==> src/cache_pkg.sv <==
`default_nettype none

package cache_pkg;

	// address and data geometry
	// --------------------
	localparam int BW_WORD_ADDR = 24;                    // word address width
	localparam int BW_BLOCK     = 2;                     // word offset bits, 4 words per block
	localparam int BW_TAG       = BW_WORD_ADDR - BW_BLOCK;
	localparam int BW_DATA      = 32;

	// one word address, seen flat or split
	typedef union packed {
		logic [BW_WORD_ADDR-1:0] flat;                   // as sent to memory
		struct packed {
			logic [BW_TAG-1:0]   tag;                    // block number
			logic [BW_BLOCK-1:0] word;                   // word within block
		} field;
	} word_addr_u;

endpackage

`default_nettype wire

==> src/fill_counters.sv <==
`timescale 1ns/1ps
`default_nettype none

module fill_counters
	import cache_pkg::*;
#(
	parameter int CACHE_BLOCK_CAPACITY = 8,
	localparam int BW_LINE = $clog2(CACHE_BLOCK_CAPACITY)
) (
	input  wire logic               clock_i,
	input  wire logic               resetn_i,
	input  wire logic               word_step_i,     // one word moved this cycle
	input  wire logic               victim_step_i,   // line filled, advance pointer
	output logic [BW_BLOCK-1:0]     word_o,
	output logic                    last_word_o,
	output logic [BW_LINE-1:0]      victim_o
);

	localparam logic [BW_LINE-1:0] LAST_LINE = BW_LINE'(CACHE_BLOCK_CAPACITY - 1);

	assign last_word_o = &word_o;                    // final word of the block

	// --------------------
	always_ff @(posedge clock_i) begin
		if (!resetn_i) begin
			word_o   <= '0;
			victim_o <= '0;                          // first victim is line 0
		end else begin
			if (word_step_i) begin
				word_o <= word_o + 1'b1;             // wraps to 0 after last word
			end
			// round robin over all lines
			if (victim_step_i) begin
				if (victim_o == LAST_LINE) begin
					victim_o <= '0;
				end else begin
					victim_o <= victim_o + 1'b1;
				end
			end
		end
	end

endmodule

`default_nettype wire

==> src/tag_cam.sv <==
`timescale 1ns/1ps
`default_nettype none

module tag_cam
	import cache_pkg::*;
#(
	parameter int CACHE_BLOCK_CAPACITY = 8,
	localparam int BW_LINE = $clog2(CACHE_BLOCK_CAPACITY)
) (
	input  wire logic               clock_i,
	input  wire logic               resetn_i,
	input  wire word_addr_u         lookup_addr_i,       // core address under search
	input  wire logic               write_i,             // install lookup tag at victim
	input  wire logic               set_dirty_i,
	input  wire logic [BW_LINE-1:0] set_dirty_index_i,
	input  wire logic [BW_LINE-1:0] victim_i,
	output logic                    hit_o,
	output logic      [BW_LINE-1:0] hit_index_o,
	output logic      [BW_TAG-1:0]  victim_tag_o,        // for writeback address
	output logic                    victim_dirty_o
);

	logic [BW_TAG-1:0]               tag_q [CACHE_BLOCK_CAPACITY];
	logic [CACHE_BLOCK_CAPACITY-1:0] valid_q;
	logic [CACHE_BLOCK_CAPACITY-1:0] dirty_q;

	// status bits
	// --------------------
	always_ff @(posedge clock_i) begin
		if (!resetn_i) begin
			valid_q <= '0;
			dirty_q <= '0;
		end else begin
			if (set_dirty_i) begin
				dirty_q[set_dirty_index_i] <= 1'b1;      // store hit
			end
			if (write_i) begin
				valid_q[victim_i] <= 1'b1;
				dirty_q[victim_i] <= 1'b0;               // fresh block is clean
			end
		end
	end

	// tag words, only meaningful under valid
	always_ff @(posedge clock_i) begin
		if (write_i) begin
			tag_q[victim_i] <= lookup_addr_i.field.tag;
		end
	end

	// parallel search
	// --------------------
	always_comb begin
		hit_o       = 1'b0;
		hit_index_o = '0;
		for (int i = 0; i < CACHE_BLOCK_CAPACITY; i++) begin
			if (valid_q[i] && (tag_q[i] == lookup_addr_i.field.tag)) begin
				hit_o       = 1'b1;
				hit_index_o = BW_LINE'(i);           // tags are unique, at most one match
			end
		end
	end

	// victim readout
	assign victim_tag_o   = tag_q[victim_i];
	assign victim_dirty_o = dirty_q[victim_i];       // only ever set on a valid line

endmodule

`default_nettype wire

==> src/line_store.sv <==
`timescale 1ns/1ps
`default_nettype none

module line_store
	import cache_pkg::*;
#(
	parameter int CACHE_BLOCK_CAPACITY = 8,
	localparam int BW_LINE = $clog2(CACHE_BLOCK_CAPACITY)
) (
	input  wire logic                        clock_i,
	input  wire logic                        wr_i,
	input  wire logic [BW_LINE+BW_BLOCK-1:0] addr_i,   // {line, word}
	input  wire logic [BW_DATA-1:0]          data_i,
	output logic      [BW_DATA-1:0]          data_o
);

	localparam int DEPTH = CACHE_BLOCK_CAPACITY << BW_BLOCK;

	logic [BW_DATA-1:0] mem_q [DEPTH];                 // all cached words

	// write port
	// --------------------
	always_ff @(posedge clock_i) begin
		if (wr_i) begin
			mem_q[addr_i] <= data_i;
		end
	end

	// async read, address comes in registered from the fsm
	assign data_o = mem_q[addr_i];

endmodule

`default_nettype wire

==> src/cache_fsm.sv <==
`timescale 1ns/1ps
`default_nettype none

module cache_fsm
	import cache_pkg::*;
#(
	parameter int CACHE_BLOCK_CAPACITY = 8,
	localparam int BW_LINE = $clog2(CACHE_BLOCK_CAPACITY)
) (
	input  wire logic                        clock_i,
	input  wire logic                        resetn_i,
	input  wire logic                        enable_i,
	// core
	input  wire logic                        core_req_i,
	input  wire logic                        core_rw_i,
	input  wire word_addr_u                  core_addr_i,
	input  wire logic [BW_DATA-1:0]          core_data_i,
	// tag store
	input  wire logic                        cam_hit_i,
	input  wire logic [BW_LINE-1:0]          cam_index_i,
	input  wire logic [BW_TAG-1:0]           victim_tag_i,
	input  wire logic                        victim_dirty_i,
	// counters
	input  wire logic [BW_BLOCK-1:0]         word_i,
	input  wire logic                        last_word_i,
	input  wire logic [BW_LINE-1:0]          victim_i,
	input  wire logic [BW_DATA-1:0]          rd_data_i,      // line store read data
	// buffers and memory
	input  wire logic                        buffer_read_ready_i,
	input  wire logic [BW_DATA-1:0]          buffer_data_i,
	input  wire logic                        buffer_write_ready_i,
	input  wire logic                        mem_ready_i,
	output logic                             word_step_o,
	output logic                             victim_step_o,
	output logic                             cam_write_o,
	output logic                             set_dirty_o,
	output logic      [BW_LINE-1:0]          set_dirty_index_o,
	output logic                             wr_o,
	output logic      [BW_LINE+BW_BLOCK-1:0] addr_o,
	output logic      [BW_DATA-1:0]          wr_data_o,
	output logic                             core_done_o,
	output logic                             core_hit_o,
	output logic      [BW_DATA-1:0]          core_data_o,
	output logic                             buffer_read_ack_o,
	output logic      [BW_DATA-1:0]          buffer_data_o,
	output logic                             buffer_write_ack_o,
	output logic                             mem_req_o,
	output logic                             mem_rw_o,
	output word_addr_u                       mem_addr_o,
	output logic                             flag_hit_o,
	output logic                             flag_miss_o,
	output logic                             flag_writeback_o
);

	localparam logic [2:0] ST_NORMAL       = 3'd0;   // hit/miss check
	localparam logic [2:0] ST_WAIT_READY   = 3'd1;   // block read request
	localparam logic [2:0] ST_PICK_VICTIM  = 3'd2;   // dirty check on victim
	localparam logic [2:0] ST_WRITE_BUFFER = 3'd3;   // victim -> write buffer
	localparam logic [2:0] ST_READ_BUFFER  = 3'd4;   // read buffer -> victim

	logic [2:0]          state_q;
	logic                req_pending_q;              // stalled core request awaits replay
	logic                wb_pending_q;               // write request still owed
	word_addr_u          wb_addr_q;
	logic                serve;
	logic                push;
	logic                pop;
	logic [BW_BLOCK-1:0] next_word;

	// a held request is not served twice while done is up
	assign serve     = (core_req_i & ~core_done_o) | req_pending_q;
	assign push      = enable_i & (state_q == ST_WRITE_BUFFER) & buffer_write_ready_i;
	assign pop       = enable_i & (state_q == ST_READ_BUFFER) & buffer_read_ready_i;
	assign next_word = word_i + 1'b1;

	// buffer side and counter strobes
	// --------------------
	assign buffer_write_ack_o = push;
	assign buffer_read_ack_o  = pop;
	assign buffer_data_o      = rd_data_i;           // word at the registered line address
	assign word_step_o        = push | pop;
	assign victim_step_o      = pop & last_word_i;   // line filled
	assign cam_write_o        = pop & last_word_i;   // same edge, still the old victim

	assign core_hit_o  = (core_req_i | req_pending_q) ? cam_hit_i : 1'b1;
	assign core_data_o = rd_data_i;

	// sequencing
	// --------------------
	always_ff @(posedge clock_i) begin
		core_done_o      <= 1'b0;                    // pulses
		mem_req_o        <= 1'b0;
		flag_hit_o       <= 1'b0;
		flag_miss_o      <= 1'b0;
		flag_writeback_o <= 1'b0;
		wr_o             <= 1'b0;
		set_dirty_o      <= 1'b0;
		if (!resetn_i) begin
			state_q       <= ST_NORMAL;
			req_pending_q <= 1'b0;
			wb_pending_q  <= 1'b0;
			mem_rw_o      <= 1'b0;
		end else if (enable_i) begin             // frozen otherwise
			case (state_q)
				ST_NORMAL: begin
					if (serve) begin
						if (cam_hit_i) begin
							// new hit or replay after fill
							flag_hit_o        <= 1'b1;
							core_done_o       <= 1'b1;
							req_pending_q     <= 1'b0;
							addr_o            <= {cam_index_i, core_addr_i.field.word};
							wr_o              <= core_rw_i;
							wr_data_o         <= core_data_i;
							set_dirty_o       <= core_rw_i;
							set_dirty_index_o <= cam_index_i;
						end else begin
							flag_miss_o   <= 1'b1;
							req_pending_q <= 1'b1;   // core keeps its inputs steady
							state_q       <= ST_WAIT_READY;
						end
					end
				end
				ST_WAIT_READY: begin
					// no read while a writeback is still unsent
					if (mem_ready_i && !wb_pending_q) begin
						mem_req_o              <= 1'b1;
						mem_rw_o               <= 1'b0;
						mem_addr_o.field.tag   <= core_addr_i.field.tag;
						mem_addr_o.field.word  <= '0;
						state_q                <= ST_PICK_VICTIM;
					end
				end
				ST_PICK_VICTIM: begin
					if (victim_dirty_i) begin
						flag_writeback_o <= 1'b1;
						addr_o           <= {victim_i, {BW_BLOCK{1'b0}}};   // word 0 first
						state_q          <= ST_WRITE_BUFFER;
					end else begin
						state_q <= ST_READ_BUFFER;
					end
				end
				ST_WRITE_BUFFER: begin
					if (push) begin
						addr_o <= {victim_i, next_word};    // prefetch next word
						if (word_i == '0) begin
							wb_pending_q          <= 1'b1;
							wb_addr_q.field.tag   <= victim_tag_i;
							wb_addr_q.field.word  <= '0;
						end
						if (last_word_i) begin
							state_q <= ST_READ_BUFFER;
						end
					end
				end
				ST_READ_BUFFER: begin
					if (pop) begin
						wr_o      <= 1'b1;
						addr_o    <= {victim_i, word_i};
						wr_data_o <= buffer_data_i;
						if (last_word_i) begin
							state_q <= ST_NORMAL;    // replay next
						end
					end
				end
				default: state_q <= ST_NORMAL;
			endcase

			// deferred block write, wins over any other request
			if (wb_pending_q && mem_ready_i) begin
				wb_pending_q <= 1'b0;
				mem_req_o    <= 1'b1;
				mem_rw_o     <= 1'b1;
				mem_addr_o   <= wb_addr_q;
			end
		end
	end

endmodule

`default_nettype wire

==> src/fa_cache_top.sv <==
`timescale 1ns/1ps
`default_nettype none

module fa_cache_top
	import cache_pkg::*;
#(
	parameter int CACHE_BLOCK_CAPACITY = 8
) (
	input  wire logic               clock_i,
	input  wire logic               resetn_i,
	input  wire logic               enable_i,
	// core
	input  wire logic               core_req_i,
	input  wire logic               core_rw_i,
	input  wire word_addr_u         core_addr_i,
	input  wire logic [BW_DATA-1:0] core_data_i,
	output logic                    core_done_o,
	output logic                    core_hit_o,
	output logic      [BW_DATA-1:0] core_data_o,
	// word buffers
	input  wire logic               buffer_read_ready_i,
	input  wire logic [BW_DATA-1:0] buffer_data_i,
	output logic                    buffer_read_ack_o,
	input  wire logic               buffer_write_ready_i,
	output logic      [BW_DATA-1:0] buffer_data_o,
	output logic                    buffer_write_ack_o,
	// memory commands
	input  wire logic               mem_ready_i,
	output logic                    mem_req_o,
	output logic                    mem_rw_o,
	output word_addr_u              mem_addr_o,
	// perf pulses
	output logic                    flag_hit_o,
	output logic                    flag_miss_o,
	output logic                    flag_writeback_o
);

	localparam int BW_LINE = $clog2(CACHE_BLOCK_CAPACITY);

	logic                        word_step;
	logic                        victim_step;
	logic                        cam_write;
	logic                        set_dirty;
	logic [BW_LINE-1:0]          set_dirty_index;
	logic                        wr;
	logic [BW_LINE+BW_BLOCK-1:0] addr;
	logic [BW_DATA-1:0]          wr_data;
	logic [BW_DATA-1:0]          rd_data;
	logic                        cam_hit;
	logic [BW_LINE-1:0]          cam_index;
	logic [BW_TAG-1:0]           victim_tag;
	logic                        victim_dirty;
	logic [BW_BLOCK-1:0]         word;
	logic                        last_word;
	logic [BW_LINE-1:0]          victim;

	// controller
	// --------------------
	cache_fsm #(
		.CACHE_BLOCK_CAPACITY (CACHE_BLOCK_CAPACITY)
	) i_cache_fsm (
		.clock_i              (clock_i),
		.resetn_i             (resetn_i),
		.enable_i             (enable_i),
		.core_req_i           (core_req_i),
		.core_rw_i            (core_rw_i),
		.core_addr_i          (core_addr_i),
		.core_data_i          (core_data_i),
		.cam_hit_i            (cam_hit),
		.cam_index_i          (cam_index),
		.victim_tag_i         (victim_tag),
		.victim_dirty_i       (victim_dirty),
		.word_i               (word),
		.last_word_i          (last_word),
		.victim_i             (victim),
		.rd_data_i            (rd_data),
		.buffer_read_ready_i  (buffer_read_ready_i),
		.buffer_data_i        (buffer_data_i),
		.buffer_write_ready_i (buffer_write_ready_i),
		.mem_ready_i          (mem_ready_i),
		.word_step_o          (word_step),
		.victim_step_o        (victim_step),
		.cam_write_o          (cam_write),
		.set_dirty_o          (set_dirty),
		.set_dirty_index_o    (set_dirty_index),
		.wr_o                 (wr),
		.addr_o               (addr),
		.wr_data_o            (wr_data),
		.core_done_o          (core_done_o),
		.core_hit_o           (core_hit_o),
		.core_data_o          (core_data_o),
		.buffer_read_ack_o    (buffer_read_ack_o),
		.buffer_data_o        (buffer_data_o),
		.buffer_write_ack_o   (buffer_write_ack_o),
		.mem_req_o            (mem_req_o),
		.mem_rw_o             (mem_rw_o),
		.mem_addr_o           (mem_addr_o),
		.flag_hit_o           (flag_hit_o),
		.flag_miss_o          (flag_miss_o),
		.flag_writeback_o     (flag_writeback_o)
	);

	fill_counters #(
		.CACHE_BLOCK_CAPACITY (CACHE_BLOCK_CAPACITY)
	) i_fill_counters (
		.clock_i       (clock_i),
		.resetn_i      (resetn_i),
		.word_step_i   (word_step),
		.victim_step_i (victim_step),
		.word_o        (word),
		.last_word_o   (last_word),
		.victim_o      (victim)
	);

	// storage
	// --------------------
	tag_cam #(
		.CACHE_BLOCK_CAPACITY (CACHE_BLOCK_CAPACITY)
	) i_tag_cam (
		.clock_i           (clock_i),
		.resetn_i          (resetn_i),
		.lookup_addr_i     (core_addr_i),
		.write_i           (cam_write),
		.set_dirty_i       (set_dirty),
		.set_dirty_index_i (set_dirty_index),
		.victim_i          (victim),        // shared with the fsm
		.hit_o             (cam_hit),
		.hit_index_o       (cam_index),
		.victim_tag_o      (victim_tag),
		.victim_dirty_o    (victim_dirty)
	);

	line_store #(
		.CACHE_BLOCK_CAPACITY (CACHE_BLOCK_CAPACITY)
	) i_line_store (
		.clock_i (clock_i),
		.wr_i    (wr),
		.addr_i  (addr),
		.data_i  (wr_data),
		.data_o  (rd_data)
	);

endmodule

`default_nettype wire

==> config.mk <==
export PLATFORM = sky130hd
export DESIGN_NAME = fa_cache_top
export DESIGN_NICKNAME = d
export VERILOG_FILES = /design/src/cache_pkg.sv /design/src/fill_counters.sv /design/src/tag_cam.sv /design/src/line_store.sv /design/src/cache_fsm.sv /design/src/fa_cache_top.sv
export SDC_FILE = /design/constraint.sdc
export NUM_CORES = 1
export LEC_CHECK = 0
export BUFFER_PORTS_ARGS = -buffer_cell sky130_fd_sc_hd__buf_2
export CORE_MARGIN = 5
export CORE_UTILIZATION = 42
export DETAILED_ROUTE_END_ITERATION = 10
export GPL_TIMING_DRIVEN = 0
export PLACE_DENSITY_LB_ADDON = 0.25
export SYNTH_ARGS = -nofsm -noshare
export SYNTH_HDL_FRONTEND = slang
export SYNTH_HIERARCHICAL = 1
export SYNTH_SLANG_ARGS = --single-unit
==> constraint.sdc <==
create_clock -name clock_i -period 11.2 [get_ports clock_i]
set_clock_uncertainty 0.15 [all_clocks]
set_input_delay 1.68 -clock clock_i [delete_from_list [all_inputs] [get_ports clock_i]]
set_output_delay 1.68 -clock clock_i [all_outputs]
set_load 0.01 [all_outputs]
### Yosys cells after proc, flatten, opt, wreduce, memory -nomap -nowiden

Memories as Yosys holds them, arrays and structs flattened. A register that Yosys moved wholly into a read port is not among the register bits.
Cells that the tools add are included.

| operators by class | value |
|---|---|
| $lt $le $gt $ge | 4 |
| reduce and logical (&&, ||, !) cells | 36 |
| bitwise gates (word level) | 14 |
| equal/unequal tests | 22 |
| $add $sub $neg | 2 |
| muxes and demuxes | 70 |

Operators with widths:

| operator | count |
|---|---|
| 22-bit equality test | 8 |
| 32-bit two-way mux | 3 |
| 24-bit two-way mux | 3 |
| 32-bit case mux with 2 select lines | 1 |
| 3-bit two-way mux | 13 |
| 1-bit two-way mux | 33 |
| 5-bit two-way mux | 6 |
| 8-bit two-way mux | 3 |
| 5-bit case mux with 4 select lines | 1 |
| 2-bit by 1-bit inequality test with 1-bit output, second input constant | 8 |
| 8-bit OR | 2 |
| 8-bit AND reduction | 2 |
| 3-bit case mux with 5 select lines | 1 |
| 1-bit logical AND | 12 |
| 3-bit AND reduction | 4 |
| 4-bit AND reduction | 3 |
| 2-bit nonzero test | 6 |
| 5-bit AND reduction | 2 |
| 8-bit AND | 1 |
| 3-bit by 4-bit less-than comparator with 1-bit output, second input constant | 2 |
| 8-bit NOT | 1 |
| 1-bit AND | 6 |
| 1-bit demux with 3-bit select | 2 |
| 3-bit by 2-bit equality test with 1-bit output, second input constant | 2 |
| 17 further kinds | 23 |

| storage, ports and cells | value |
|---|---|
| output and inout port bits | 97 |
| memories | 2 |
| memory bits (writable) | 1200 |
| logic and storage cells | 169 |
| flip-flop bits (word level) | 97 |

Memory list:

| name | words | bits a word | rd ports | clocked after Yosys merged registers in | wr ports | line | source |
|---|---|---|---|---|---|---|---|
| i_line_store.mem_q | 32 | 32 | 1 | 1 | 1 | line_store.sv:19 | `logic [BW_DATA-1:0] mem_q [DEPTH];` |
| i_tag_cam.tag_q | 8 | 22 | 9 | 1 | 1 | tag_cam.sv:23 | `logic [BW_TAG-1:0] tag_q [CACHE_BLOCK_CAPACITY];` |

### Logic depth before layout (Yosys ltp)

An unclocked memory read counts as a cell.

| depth | value |
|---|---|
| word-level depth | 15 |
| mapped depth | 13 |
| gate-level depth less buffers | 11 |

### Hierarchy

The synthesis kept the hierarchy.

Modules (own cells, without submodules):

| module | cells an instance | area an instance (sq um) | times used | seq. area each (sq um) |
|---|---|---|---|---|
| line_store | 2075 | 39103.8 | 1 | 30749.5 |
| tag_cam | 588 | 9439.1 | 1 | 5605.4 |
| cache_fsm | 391 | 4531.8 | 1 | 2762.6 |
| fill_counters | 20 | 231.5 | 1 | 100.1 |

### Worst setup path after synthesis

OpenSTA, ideal clock, no wires.

| path | value |
|---|---|
| path type | input to register |
| from | input core_addr_i[21] (netlist bit) |
| to | register i_cache_fsm.wr_data_o[0] (enable) |
| arrival time | 8.339 ns |
| required time | 10.456 ns |
| path slack | 2.116 ns |
| stages on the path | 10 |
| buffers on the path | 2 |
| cells stage by stage | buf_4 -> xor2_1 -> nor4_1 -> nand4_1 -> o31ai_2 -> nand3b_4 -> or4b_4 -> clkbuf_1 -> nand3_1 -> a2111oi_0 |

| on the way | value |
|---|---|
| longest elaborated chain between the ends | 12 |

RTL lines:

| what | line | source |
|---|---|---|
| start, declared | fa_cache_top.sv:15 | `input wire word_addr_u core_addr_i,` |
| 22-bit equality test | tag_cam.sv:57 | `if (valid_q[i] && (tag_q[i] == lookup_addr_i.field.tag)) begin` |
| 1-bit logical AND | tag_cam.sv:57 |  |
| 1-bit two-way mux (7 in series) | tag_cam.sv:57 |  |
| 1-bit two-way mux * | tag_cam.sv:57 |  |
| via cam_hit | fa_cache_top.sv:49 | `logic cam_hit;` |
| 2-bit by 1-bit inequality test with 1-bit output (no source line) * | - |  |
| 6-bit AND reduction (no source line) * | - |  |
| end signal, assigned | cache_fsm.sv:114 | `wr_data_o <= core_data_i;` |
| end signal, assigned | cache_fsm.sv:160 | `wr_data_o <= buffer_data_i;` |
| end, declared | cache_fsm.sv:40 | `output logic [BW_DATA-1:0] wr_data_o,` |

Mark *: on every way through the listed nets, which the timed path passes. The rest lies on a longest branch.
A chain may end at the register's enable or synchronous reset.

==> out/metrics.cfg <==
[power_and_ir_drop]
p_per_area_nw_per_um2=162.5
ir_worst_vdd_mv=0.1499
total_power_mw=10.09
cellLeakagePower_nw=21.58

[final_layout]
multi_input_area_um2=12800
final_common_cell=edfxtp_1
drive_above_1_share_pct=22.41
layout.nets=3570
finish.utilization_pct=49.32
design_area_um2=62090
seq_area_um2=39220
n_fill_cell=10440
layoutNonFillerInstCount=5226
area_delta_synth_final_pct=16.48
layout_common_cells=edfxtp_1, mux2i_1, buf_2, o22ai_1, nand2_1

[drt]
first_pass_iters=6
num_vias=29770
post_drt_wl_per_cell_um=27.84
viasPerCell=5.696
dr.first_iter.drc_count=3097
drc=0
wirelength_um=145500
ant_nets=0

[global_routing]
grt_antenna_before_repair=2
grt_usage_pct=21.21
gr-total-overflow=0
grt_first_pass_wirelength_um=207000
grt_start_max_net_pins=33
grt_pass1_vias=28900

[clock_network]
cts_buffers=140
cts_tree=built
cts.htree.levels=4
cts.sink_count=1317
clk_latency_ns=0.77
cts_buffer_depth=3
holdBufCountCts=0
cts_root_buf=clkbuf_16
cts_resized=0
cts_setup_buffers=0
path_clk_slew_ns=0.06

[setup_path]
crit_arrival_ns=4.47
setup.worst_path.class=flop to primary output
cp_max_fo=10
crit_required_ns=9.37
cp-start-kind=flop
crit_path_end_kind=primary output

[sta]
clock.fmax_mhz=158.7
setup_viol=0
fin_setup_tns_ns=0
finalHoldViolations=0
final-max-slew-violation-count=0
finalCritPeriodShare_pct=56.26
tightest_slew_ns=1.303
maxSlewHeadroom_pct=13.13
min_period_ns=6.301
rsz0062_at_grt=no

[placed_design]
gp_congestion=0.8563
hpwl_um=100300
placement.io_buffers=189
dp.cells=4978
place_area_um2=57740

[synth]
syn_area_um2=53310
synth_edf_count=1284
yosysTopAreaCell=edfxtp_1
synth_ff_type=edfxtp_1
syn_avg_cell_area_um2=17.34
synth_cells=3074
async_reset_ff_share_pct=0
synth.top_cell.area_share_pct=72.33
yosys_warnings=6
synth_area_leaders=edfxtp_1, mux2i_1, o22ai_1
ys_ff_latch=1317
synth-seq-area-share_pct=73.57
synth.distinct_cells=65

[die]
ios=193
initial_utilization_pct=42.34
die_y_um=366.3
fp.dieArea_um2=134100
die_width_um=366.3
rows=130
coreArea_um2=125900

[hold_path]
hold_path_class=flop to flop

[run]
maxCapViolCount=0

[status]
status=finished clean

[Yosys cell counts, types with 6 or more instances]
cell type and instances:
nand4_1 26, nor2_1 52, nand3_1 7, nor3b_1 9, clkbuf_1 37, buf_2 87
o21a_1 9, a21oi_1 15, nand2_1 144, edfxtp_1 1284, buf_4 93, dfxtp_1 33
nand3b_1 6, nor2b_1 8, o22ai_1 257, buf_6 25, mux2_2 48, nor4_1 88
inv_1 10, nor3_1 14, mux4_2 46, mux2i_1 516, nand4bb_1 6, xnor2_1 76
xor2_1 101
[cell families (layout without fill, tap and decap cells)]
group / count (synthesis) / count (layout) / synth area share [%]
compound gates: 313 / 313 / 3.763
other cells: 1 / 4 / 0.007035
flops: 1317 / 1317 / 73.57
fa+ha+maj: 4 / 4 / 0.09389
simple gates: 396 / 396 / 3.997
mux: 610 / 610 / 12.65
xor+xnor: 177 / 177 / 2.908
buf+inv: 256 / 755 / 3.014
[routing by layer]
metal | global-route usage [%] | routed length, µm
met2 | 33.93 | 68790
met3 | 3.301 | 10290
met5 | 0 | 0
met1 | 30.14 | 62520
met4 | 6.499 | 3883
[worst max-delay path: stages (launching register included)]
cell and delay (ns):
edfxtp_1 0.31, buf_2 0.21, clkbuf_1 0.71, buf_2 0.63, mux2i_1 0.26, o22ai_1 0.09
nor4_1 0.74, nand2_1 0.37, buf_4 0.24, buf_2 0.13
[per-stage QoR]
stage	hold WS (ns)	worst slack [ns]
2_1_floorplan	0.2904	2.116
4_1_cts	0.3304	4.938
3_3_place_gp	0.2983	-4.813
6_report	0.3270	4.899
5_1_grt	0.3507	4.890
3_5_place_dp	0.3067	5.053
[power breakdown]
group          internal [mW]  switching (mW)
clock network           2.43            1.93
logic                  0.150           0.227
registers               5.34         0.00378
[flip-flops by register name, indices dropped and copies added (netlist names), 2 cells and up]
| signal | count |
|---|---|
| i_cache_fsm/mem_addr_o | 22 |
| i_cache_fsm/state_q | 3 |
| i_cache_fsm/set_dirty_index_o | 3 |
| i_line_store/mem_q | 1024 |
| i_cache_fsm/wr_data_o | 32 |
| i_tag_cam/valid_q | 8 |
| i_cache_fsm/wb_addr_q | 22 |
| i_tag_cam/dirty_q | 8 |
| i_fill_counters/victim_o | 3 |
| i_fill_counters/word_o | 2 |
| i_tag_cam/tag_q | 176 |
| i_cache_fsm/addr_o | 5 |
[cell type report]
cell class | instances | area share, %
antenna | 2 | 0.008060
clock buffer | 175 | 5.870
tap | 1650 | 3.325
multi-input combinational | 1502 | 20.61
sequential | 1317 | 63.16
inverter | 10 | 0.06045
clock inverter | 71 | 1.132
buffer | 246 | 2.527
timing repair buffer | 253 | 3.309
[final timing paths]
| kind | end | slack (ns) | cells after the start | start |
|---|---|---|---|---|
| worst min register to register | i_tag_cam/valid_q[0] | 0.33 | 1 | i_tag_cam/valid_q[0] |
| worst max-delay path | core_data_o[30] | 4.90 | 9 | i_cache_fsm/addr_o[1] |
| worst min-delay path | i_tag_cam/valid_q[0] | 0.33 | 1 | i_tag_cam/valid_q[0] |
| worst max register to register | i_cache_fsm/wr_data_o[7] | 6.85 | 12 | i_tag_cam/tag_q[3][16] |
(Power assumes the default switching activity.)
